### config.mk
export PLATFORM = sky130hd
export DESIGN_NAME = memStage
export DESIGN_NICKNAME = d
export VERILOG_FILES = /design/src/rtl/memStagePkg.sv /design/src/rtl/cp0Regs.sv /design/src/rtl/exceptionUnit.sv /design/src/rtl/memStage.sv /design/src/rtl/memStageReg.sv
export SDC_FILE = /design/constraint.sdc
export NUM_CORES = 1
export LEC_CHECK = 0
export BUFFER_PORTS_ARGS = -buffer_cell sky130_fd_sc_hd__buf_2
export CORE_UTILIZATION = 57
export DETAILED_ROUTE_END_ITERATION = 12
export GPL_ROUTABILITY_DRIVEN = 0
export PLACE_DENSITY = 0.95
export SLEW_MARGIN = 20
export SYNTH_ARGS = -nofsm -noshare
export SYNTH_HDL_FRONTEND = slang
export SYNTH_HIERARCHICAL = 1
export SYNTH_SLANG_ARGS = --single-unit
### constraint.sdc
create_clock -name clk -period 4.4 [get_ports clk]
set_clock_uncertainty 0.2 [all_clocks]
set_input_delay 0.66 -clock clk [delete_from_list [all_inputs] [get_ports clk]]
set_output_delay 0.66 -clock clk [all_outputs]
set_load 0.03 [all_outputs]
### src/rtl/memStagePkg.sv
package memStagePkg;

    // forwarded result source
    typedef enum logic [1:0] {
        wbRetAddr = 2'd0,  // pc + 8 for jal/bal
        wbAluOut  = 2'd1,
        wbOutB    = 2'd2
    } wbSelT;

    // where operand B comes from
    typedef enum logic {
        rdRegs = 1'b0,     // register file or HI/LO
        rdCp0  = 1'b1      // mfc0
    } readSelT;

    typedef struct packed {
        logic rfWr;
        logic hiWr;
        logic loWr;
        logic cp0Wr;       // mtc0
    } regsWrT;

    // flags raised upstream
    typedef struct packed {
        logic reservedInstr;
        logic overflow;
        logic syscall;
        logic brk;
        logic loadAddrErr;
        logic storeAddrErr;
        logic eret;
    } exceptFlagsT;

    typedef struct packed {
        logic       read;
        logic       write;
        logic [3:0] strobe;  // byte write enables
    } memOpT;

    typedef struct packed {
        logic [31:0] pc;
        logic [31:0] instr;
        logic [31:0] aluOut;
        logic [31:0] outB;
        logic [4:0]  dst;
        regsWrT      regsWr;
        wbSelT       wbSel;
        readSelT     readSel;
        memOpT       memOp;
        logic        isBranch;
        logic        isJump;
        exceptFlagsT except;
    } exeMemT;

    typedef struct packed {
        logic        valid;
        logic        write;
        logic [31:0] addr;
        logic [31:0] wdata;
        logic [3:0]  strobe;
    } dataReqT;

    typedef struct packed {
        regsWrT      regsWr;
        logic [4:0]  dst;
        logic [31:0] result;
    } fwdT;

    // Cause.ExcCode values
    typedef enum logic [4:0] {
        excInterrupt = 5'd0,
        excLoadAddr  = 5'd4,
        excStoreAddr = 5'd5,
        excSyscall   = 5'd8,
        excBreak     = 5'd9,
        excResInstr  = 5'd10,
        excOverflow  = 5'd12
    } excCodeT;

    localparam logic [4:0] cp0BadVAddr = 5'd8;
    localparam logic [4:0] cp0Status   = 5'd12;
    localparam logic [4:0] cp0Cause    = 5'd13;
    localparam logic [4:0] cp0Epc      = 5'd14;

    localparam logic [31:0] vecNormal    = 32'h8000_0180;
    localparam logic [31:0] vecBootstrap = 32'hBFC0_0380;  // used while BEV is set

endpackage

### src/rtl/cp0Regs.sv
`timescale 1ns/10ps

module cp0Regs import memStagePkg::*; (
    input  logic        clk,
    input  logic        arstN,
    input  logic        wr,
    input  logic        disWr,
    input  logic [5:0]  interrupt,
    input  exeMemT      memItem,
    input  regsWrT      regsWrFinal,
    input  logic        inDelaySlot,
    input  logic        flushException,
    input  logic        isEret,
    input  excCodeT     excCode,
    output logic [31:0] cp0RdData,
    output logic        statusBev,
    output logic        statusExl,
    output logic        statusIe,
    output logic [7:0]  statusIm,
    output logic [7:0]  causeIp,
    output logic [31:0] epc
);

    logic [4:0]  regNum;
    logic        mtc0En;
    logic        excTake;
    logic        eretTake;
    logic        addrErr;
    logic        causeBd;
    logic [5:0]  causeIpHw;   // IP7..2, hardware lines
    logic [1:0]  causeIpSw;   // IP1..0, software interrupts
    excCodeT     causeExc;
    logic [31:0] badVAddr;

    assign regNum   = memItem.instr[15:11];
    assign mtc0En   = regsWrFinal.cp0Wr & ~disWr & ~flushException;
    // held item commits its exception only once
    assign excTake  = flushException & ~isEret & wr;
    assign eretTake = isEret & wr;
    assign addrErr  = (excCode == excLoadAddr) || (excCode == excStoreAddr);
    assign causeIp  = {causeIpHw, causeIpSw};

    always_ff @(posedge clk or negedge arstN) begin
        if (!arstN) begin
            statusBev <= 1'b1;
            statusIm  <= '0;
            statusExl <= 1'b0;
            statusIe  <= 1'b0;
            causeBd   <= 1'b0;
            causeIpHw <= '0;
            causeIpSw <= '0;
            causeExc  <= excInterrupt;
            epc       <= '0;
            badVAddr  <= '0;
        end else begin
            causeIpHw <= interrupt;  // sampled every cycle
            if (excTake) begin
                statusExl <= 1'b1;
                causeExc  <= excCode;
                causeBd   <= inDelaySlot;
                epc       <= inDelaySlot ? memItem.pc - 32'd4 : memItem.pc;  // point at branch
                if (addrErr) begin
                    badVAddr <= memItem.aluOut;
                end
            end else if (eretTake) begin
                statusExl <= 1'b0;
            end else if (mtc0En) begin
                case (regNum)
                    cp0Status: begin
                        statusBev <= memItem.outB[22];
                        statusIm  <= memItem.outB[15:8];
                        statusExl <= memItem.outB[1];
                        statusIe  <= memItem.outB[0];
                    end
                    cp0Cause: causeIpSw <= memItem.outB[9:8];
                    cp0Epc:   epc       <= memItem.outB;
                    default: ;  // read-only or not present
                endcase
            end
        end
    end

    always_comb begin
        case (regNum)
            cp0BadVAddr: cp0RdData = badVAddr;
            cp0Status:   cp0RdData = {9'b0, statusBev, 6'b0, statusIm, 6'b0, statusExl, statusIe};
            cp0Cause:    cp0RdData = {causeBd, 15'b0, causeIp, 1'b0, causeExc, 2'b0};
            cp0Epc:      cp0RdData = epc;
            default:     cp0RdData = '0;
        endcase
    end

endmodule

### src/rtl/exceptionUnit.sv
`timescale 1ns/10ps

module exceptionUnit import memStagePkg::*; (
    input  exeMemT      memItem,
    input  logic        inDelaySlot,
    input  logic        statusBev,
    input  logic        statusExl,
    input  logic        statusIe,
    input  logic [7:0]  statusIm,
    input  logic [7:0]  causeIp,
    input  logic [31:0] epc,
    output logic        flushException,
    output logic        isEret,
    output excCodeT     excCode,
    output logic [31:0] excVector,
    output regsWrT      regsWrFinal
);

    logic        intPending;
    logic [31:0] excBase;
    exceptFlagsT flags;

    assign flags      = memItem.except;
    assign intPending = statusIe & ~statusExl & (|(causeIp & statusIm));
    assign excBase    = statusBev ? vecBootstrap : vecNormal;

    // fixed priority, interrupt first and eret last
    always_comb begin
        flushException = 1'b1;
        isEret         = 1'b0;
        excCode        = excInterrupt;
        excVector      = excBase;
        if (intPending) begin
            excCode = excInterrupt;
        end else if (flags.reservedInstr) begin
            excCode = excResInstr;
        end else if (flags.overflow) begin
            excCode = excOverflow;
        end else if (flags.syscall) begin
            excCode = excSyscall;
        end else if (flags.brk) begin
            excCode = excBreak;
        end else if (flags.loadAddrErr) begin
            excCode = excLoadAddr;
        end else if (flags.storeAddrErr) begin
            excCode = excStoreAddr;
        end else if (flags.eret) begin
            isEret    = 1'b1;
            excVector = epc;  // return to saved pc
        end else begin
            flushException = 1'b0;
        end
    end

    // the flushed instruction must not write anything
    assign regsWrFinal = flushException ? '0 : memItem.regsWr;

endmodule

### src/rtl/memStage.sv
`timescale 1ns/10ps

module memStage import memStagePkg::*; (
    input  logic        clk,
    input  logic        arstN,
    input  logic        flush,
    input  logic        wr,
    input  logic        disWr,
    input  logic [5:0]  interrupt,
    input  exeMemT      exeIn,
    output dataReqT     dReq,
    output fwdT         fwd,
    output logic        flushException,
    output logic [31:0] excVector,
    output logic [31:0] epc,
    output logic [31:0] memPc
);

    exeMemT      memItem;
    logic        inDelaySlot;
    regsWrT      regsWrFinal;
    logic [31:0] cp0RdData;
    logic [31:0] operandB;
    logic [31:0] result;
    logic        statusBev;
    logic        statusExl;
    logic        statusIe;
    logic [7:0]  statusIm;
    logic [7:0]  causeIp;
    logic        isEret;
    excCodeT     excCode;

    memStageReg memStageReg_i (
        .clk         (clk),
        .arstN       (arstN),
        .flush       (flush),
        .wr          (wr),
        .exeIn       (exeIn),
        .memItem     (memItem),
        .inDelaySlot (inDelaySlot)
    );

    exceptionUnit exceptionUnit_i (
        .memItem        (memItem),
        .inDelaySlot    (inDelaySlot),
        .statusBev      (statusBev),
        .statusExl      (statusExl),
        .statusIe       (statusIe),
        .statusIm       (statusIm),
        .causeIp        (causeIp),
        .epc            (epc),
        .flushException (flushException),
        .isEret         (isEret),
        .excCode        (excCode),
        .excVector      (excVector),
        .regsWrFinal    (regsWrFinal)
    );

    cp0Regs cp0Regs_i (
        .clk            (clk),
        .arstN          (arstN),
        .wr             (wr),
        .disWr          (disWr),
        .interrupt      (interrupt),
        .memItem        (memItem),
        .regsWrFinal    (regsWrFinal),
        .inDelaySlot    (inDelaySlot),
        .flushException (flushException),
        .isEret         (isEret),
        .excCode        (excCode),
        .cp0RdData      (cp0RdData),
        .statusBev      (statusBev),
        .statusExl      (statusExl),
        .statusIe       (statusIe),
        .statusIm       (statusIm),
        .causeIp        (causeIp),
        .epc            (epc)
    );

    // mfc0 replaces the register operand
    assign operandB = (memItem.readSel == rdCp0) ? cp0RdData : memItem.outB;

    always_comb begin
        case (memItem.wbSel)
            wbRetAddr: result = memItem.pc + 32'd8;  // skip the delay slot
            wbAluOut:  result = memItem.aluOut;
            wbOutB:    result = operandB;
            default:   result = memItem.aluOut;
        endcase
    end

    assign fwd.regsWr = regsWrFinal;
    assign fwd.dst    = memItem.dst;
    assign fwd.result = result;

    // no request for an instruction that is being flushed
    assign dReq.valid  = (memItem.memOp.read | memItem.memOp.write) & ~flushException;
    assign dReq.write  = memItem.memOp.write;
    assign dReq.addr   = memItem.aluOut;
    assign dReq.wdata  = memItem.outB;
    assign dReq.strobe = memItem.memOp.strobe;

    assign memPc = memItem.pc;

endmodule

### src/rtl/memStageReg.sv
`timescale 1ns/10ps

module memStageReg import memStagePkg::*; (
    input  logic   clk,
    input  logic   arstN,
    input  logic   flush,
    input  logic   wr,
    input  exeMemT exeIn,
    output exeMemT memItem,
    output logic   inDelaySlot
);

    logic prevIsJump;  // item now held was a branch or jump

    assign prevIsJump = memItem.isBranch | memItem.isJump;

    // flush wins over wr, neither means hold
    always_ff @(posedge clk or negedge arstN) begin
        if (!arstN) begin
            memItem <= '0;  // start with a bubble
        end else if (flush) begin
            memItem <= '0;
        end else if (wr) begin
            memItem <= exeIn;
        end
    end

    // the new item follows the old one, so it sits in the old one's delay slot
    always_ff @(posedge clk or negedge arstN) begin
        if (!arstN) begin
            inDelaySlot <= 1'b0;
        end else if (flush) begin
            inDelaySlot <= 1'b0;
        end else if (wr) begin
            inDelaySlot <= prevIsJump;
        end
    end

endmodule

* Word-level counts from Yosys, hierarchy flattened
Index checks and enable logic that the tools add are counted.
Word-level totals: flip-flop bits (word level) 229, output and inout bits 208, memories kept 0, bits in latches 0, memory bits (writable) 0, ROM bits 0
Operators by class: magnitude comparators 0, reduce and logical (&&, ||, !) cells 13, multiplexer cells 48, div/mod/pow operators 0, eq/ne operators 8, bitwise gates (word level) 17, add/subtract/negate cells 2, $mul 0, shifts and indexed selects 0
Operators with widths (number):
- 32-bit 2-to-1 mux | 14
- 155-bit 2-to-1 mux | 2
- 32-bit one-hot mux with 4 select lines | 1
- 32-bit one-hot mux with 2 select lines | 1
- 32-bit by 4-bit adder with 32-bit output (second input constant) | 1
- 32-bit by 3-bit subtractor with 32-bit output (second input constant) | 1
- 30-bit 2-to-1 mux | 1
- 5-bit 2-to-1 mux | 6
- 1-bit 2-to-1 mux | 21
- 5-bit by 4-bit == test with 1-bit output (second input constant) | 4
- 5-bit by 3-bit == test with 1-bit output (second input constant) | 2
- 1-bit AND | 8
- 8-bit AND | 1
- 4-bit AND reduction | 2
- 8-bit OR reduction | 1
- 1-bit NOT | 6
- 2-bit nonzero test | 3
- 3-bit nonzero test | 2
- 4-bit 2-to-1 mux | 1
- 2-bit AND reduction | 2
- 3-bit 2-to-1 mux | 1
- 3-bit AND reduction | 1
- 2-bit == test (second input constant) | 1
- 2-bit zero test | 1
- 3 further kinds | 4

* Longest topological paths before layout
word-level depth 14, gate-level depth with buffers 11, depth with buffers taken out 9

* Modules after synthesis
Netlist, hierarchy kept.
Modules (own cells, without submodules):
- memStageReg | sequential area each 3903.7 um2, area each 6424.9 um2, times used 1, cells each 504
- cp0Regs | sequential area each 2228.4 um2, area each 4663.2 um2, times used 1, cells each 407
- memStage | sequential area each 0.0 um2, area each 1465.2 um2, times used 1, cells each 222
- exceptionUnit | sequential area each 0.0 um2, area each 464.2 um2, times used 1, cells each 69

* Least setup slack after synthesis
No wires, ideal clock.
path type flip-flop to flip-flop, from reg memStageReg_i/memItem[4] (netlist name), to reg cp0Regs_i.epc[23], data arrival time 3.238 ns, data required time 4.054 ns, setup time 0.146 ns, slack 0.816 ns, stages on the path, launching flop included 12, cell sequence dfrtp_1 -> nor3_2 -> and3_1 -> buf_4 -> nand3b_1 -> nor2_1 -> nor3b_1 -> a21boi_1 -> nand2_1 -> clkbuf_1 -> mux2i_1 -> mux2i_1
RTL lines:
- end signal: assignment | RTL line cp0Regs.sv:61 | epc <= inDelaySlot ? memItem.pc - 32'd4 : memItem.pc;
- end signal: assignment | RTL line cp0Regs.sv:76 | cp0Epc: epc <= memItem.outB;
- end: declaration | RTL line cp0Regs.sv:21 | output logic [31:0] epc

* Final worst setup path
from reg cp0Regs_i.statusIm[3], to reg cp0Regs_i.badVAddr[25]
On the way: cells in the longest elaborated chain, start to end 8, elaborated cells between the ends (all ways) 13, classes of those cells eq/ne: 2; mux: 3; bitwise: 5; reduce/logical: 3
Ends and longest elaborated chain:
- start: declaration | RTL line cp0Regs.sv:19 | output logic [7:0] statusIm,
- start signal: assignment | RTL line cp0Regs.sv:71 | statusIm <= memItem.outB[15:8];
- 8-bit AND * | RTL line exceptionUnit.sv:24 | assign intPending = statusIe & ~statusExl & (|(causeIp & statusIm));
- 8-bit OR reduction * | RTL line exceptionUnit.sv:24
- 1-bit AND * | RTL line exceptionUnit.sv:24
- 1-bit 2-to-1 mux | RTL line exceptionUnit.sv:33 | if (intPending) begin
- 1-bit NOT | RTL line cp0Regs.sv:38 | assign excTake = flushException & ~isEret & wr;
- 1-bit AND (2 in a row) | RTL line cp0Regs.sv:38
- 2-bit AND reduction (no line) *
- end signal: assignment | RTL line cp0Regs.sv:63 | badVAddr <= memItem.aluOut;
- end: declaration | RTL line cp0Regs.sv:33 | logic [31:0] badVAddr;
Mark *: on every way between the ends. The rest lies on a longest branch, timed or not. A chain may end at the register's enable or synchronous reset.

==> flow_metrics.env <==
export IMPL_yosysWarnings=6
export IMPL_period_needed_ns=4.09
export IMPL_drt_total_wl_um=37100
export IMPL_final_common_cell="buf_2"
export IMPL_antenna_found_initial=2
export IMPL_start_util_pct=58.7
export IMPL_p_clk_share_pct=36.6
export IMPL_hold_buffers=0
export IMPL_row_count=52
export IMPL_numCtsBuffers=24
export IMPL_netlist_area_mm2=0.0119
export IMPL_swShare_pct=31.7
export IMPL_grtUsageTotal_pct=34.3
export IMPL_max_slew_margin_pct=28.4
export IMPL_wl_per_cell_um=21.6
export IMPL_synth_nets=1287
export IMPL_cap_violations=0
export IMPL_tightest_slew_ns=1.07
export IMPL_htree_levels=1
export IMPL_dieHeight_um=147
export IMPL_drc=0
export IMPL_pwr_share_seq_pct=43.5
export IMPL_setup_worst_path_end_class="flop"
export IMPL_crit_fanout=32
export IMPL_synthToLayoutAreaGrowth_pct=20.8
export IMPL_p_sw_w=0.00177
export IMPL_path_cells="a22oi_1 > a41o_2 > nand3b_1 > nand2_1 > nor2_2 > nand2_2 > mux2_1"
export IMPL_critPathKind="reg2reg"
export IMPL_ctsResizeCount=0
export IMPL_min_path_cells=1
export IMPL_status="complete, no violations"
export IMPL_cts_sinks=218
export IMPL_crit_buf_inv=0
export IMPL_overflow=0
export IMPL_max_vdd_ir_drop_v=0.000290
export IMPL_cp_top_family="simple AND/OR/NAND/NOR gates"
export IMPL_grt_pass1_wl_um=57800
export IMPL_tritoncts="done"
export IMPL_syn_inst=1119
export IMPL_path_clk_slew_ns=0.06
export IMPL_worstSkewPairLatency_ns=0.51
export IMPL_crit_path_start_kind="flop"
export IMPL_grt_max_degree=129
export IMPL_required_ns=4.58
export IMPL_finalSetupTns_ns=0
export IMPL_p_int_w=0.00380
export IMPL_rsz0062_at_grt="false"
export IMPL_fmax_ghz=0.244
export IMPL_dpl_hpwl_um=25300
export IMPL_crit_slowest_cell="nand2_2"
export IMPL_avgSynthCellArea_um2=10.7
export IMPL_critical_path_arrival_ns=4.28
export IMPL_power_leakage_nw=7.92
export IMPL_num_vias=10400
export IMPL_dp_slack_ns=0.308
export IMPL_post_cts_buffers=0
export IMPL_io_pins=374
export IMPL_fin_ws_ns=0.305
export IMPL_r2r_worst_path_cells=7
export IMPL_critPathMaxStageDelay_ns=0.89
export IMPL_drive_above_1_share_pct=29.4
export IMPL_viasPerCell=6.04
export IMPL_timing_final_crit_share_pct=93.1
export IMPL_port_buffers=346
export IMPL_finalSetupViolCount=0
export IMPL_die_area_mm2=0.0215
export IMPL_final_cell_mix="buf_2, dfrtp_1, mux2i_1, nor2_1, nand2_1"
export IMPL_clockRootBuffer="clkbuf_16"
export IMPL_power_density_mw_per_mm2=386
export IMPL_die_w_um=147
export IMPL_ff2ff_setup_slack_ns=0.31
export IMPL_pwr_share_comb_pct=19.9
export IMPL_drv_slew=0
export IMPL_fillers=1394
export IMPL_cts_buffer_depth=3
export IMPL_hp_class="in2reg"
export IMPL_hold_violations=0
export IMPL_postRouteAntennaNets=0
export IMPL_core_mm2=0.0204
export IMPL_drtPass1Iterations=5
export IMPL_nets=1596
export IMPL_drt_iter0_drc=953
export IMPL_path_depth=7
export IMPL_grt_pass1_vias=10500
==> sequential cells by signal, indices dropped and copies added (netlist names) <==
signal,cells
memStageReg_i/memItem,128
cp0Regs_i/badVAddr,32
cp0Regs_i/epc,32
cp0Regs_i/statusIm,8
cp0Regs_i/causeIpHw,6
cp0Regs_i/causeExc,5
cp0Regs_i/causeIpSw,2
cp0Regs_i/causeBd,1
cp0Regs_i/statusBev,1
cp0Regs_i/statusExl,1
cp0Regs_i/statusIe,1
memStageReg_i/inDelaySlot,1
==> final cells by class <==
type	instances	area [µm²]	share of cell area (%)
timing repair buffer	362	1880	13.1
sequential	218	5460	37.8
multi-input combinational	799	5860	40.6
inverter	23	86.3	0.598
clock buffer	35	703	4.87
tap	270	338	2.34
antenna	2	5.00	0.0347
clock inverter	7	91.3	0.633
==> worst register-to-register path, stage by stage, from the launching register on <==
cell      delay (ns)
dfrtp_1         0.41
a22oi_1         0.14
a41o_2          0.43
nand3b_1        0.36
nand2_1         0.13
nor2_2          0.80
nand2_2         0.89
mux2_1          0.60
==> per-layer routing <==
layer  part of all wire (%)  wire [µm]  GRT usage (%)  up-vias
met5                      0          0              0        -
met4                    4.2       1570           16.1        0
met3                    8.2       3050           6.34      115
met2                     50      18400           58.0      581
met1                     38      14000           42.7     5093
li1                       -          -              -     4584
==> power by group through the flow <==
stage	registers (W)	logic [W]	clock network, W
floorplan	0.00257	0.000555	0
global placement	0.00243	0.00106	0
detailed placement	0.00244	0.00110	0
CTS	0.00241	0.00111	0.00206
global route	0.00244	0.00118	0.00216
finish	0.00242	0.00111	0.00204
==> through the flow <==
stage,instances,cell area [µm²],total power (W),util [%],hold slack [ns]
floorplan,1119,11900,0.00313,-,0.164
detailed placement,1672,13600,0.00354,66.9,0.273
CTS,1714,14400,0.00558,70.8,0.0394
global placement,1672,13600,0.00349,66.9,0.267
finish,1716,14400,0.00556,70.9,0.0543
global route,1716,14400,0.00578,70.9,0.0345
==> final timing paths <==
kind                                   startpoint                         to
max                         cp0Regs_i/statusIm[3]     cp0Regs_i/badVAddr[25]
min                                  interrupt[5]     cp0Regs_i/causeIpHw[5]
max reg2reg                 cp0Regs_i/statusIm[3]     cp0Regs_i/badVAddr[25]
min reg2reg                cp0Regs_i/badVAddr[13]     cp0Regs_i/badVAddr[13]
max in group asynchronous                   arstN          cp0Regs_i/epc[16]
min in group asynchronous                   arstN  memStageReg_i/memItem[59]
Power figures use the tool's default switching activity.
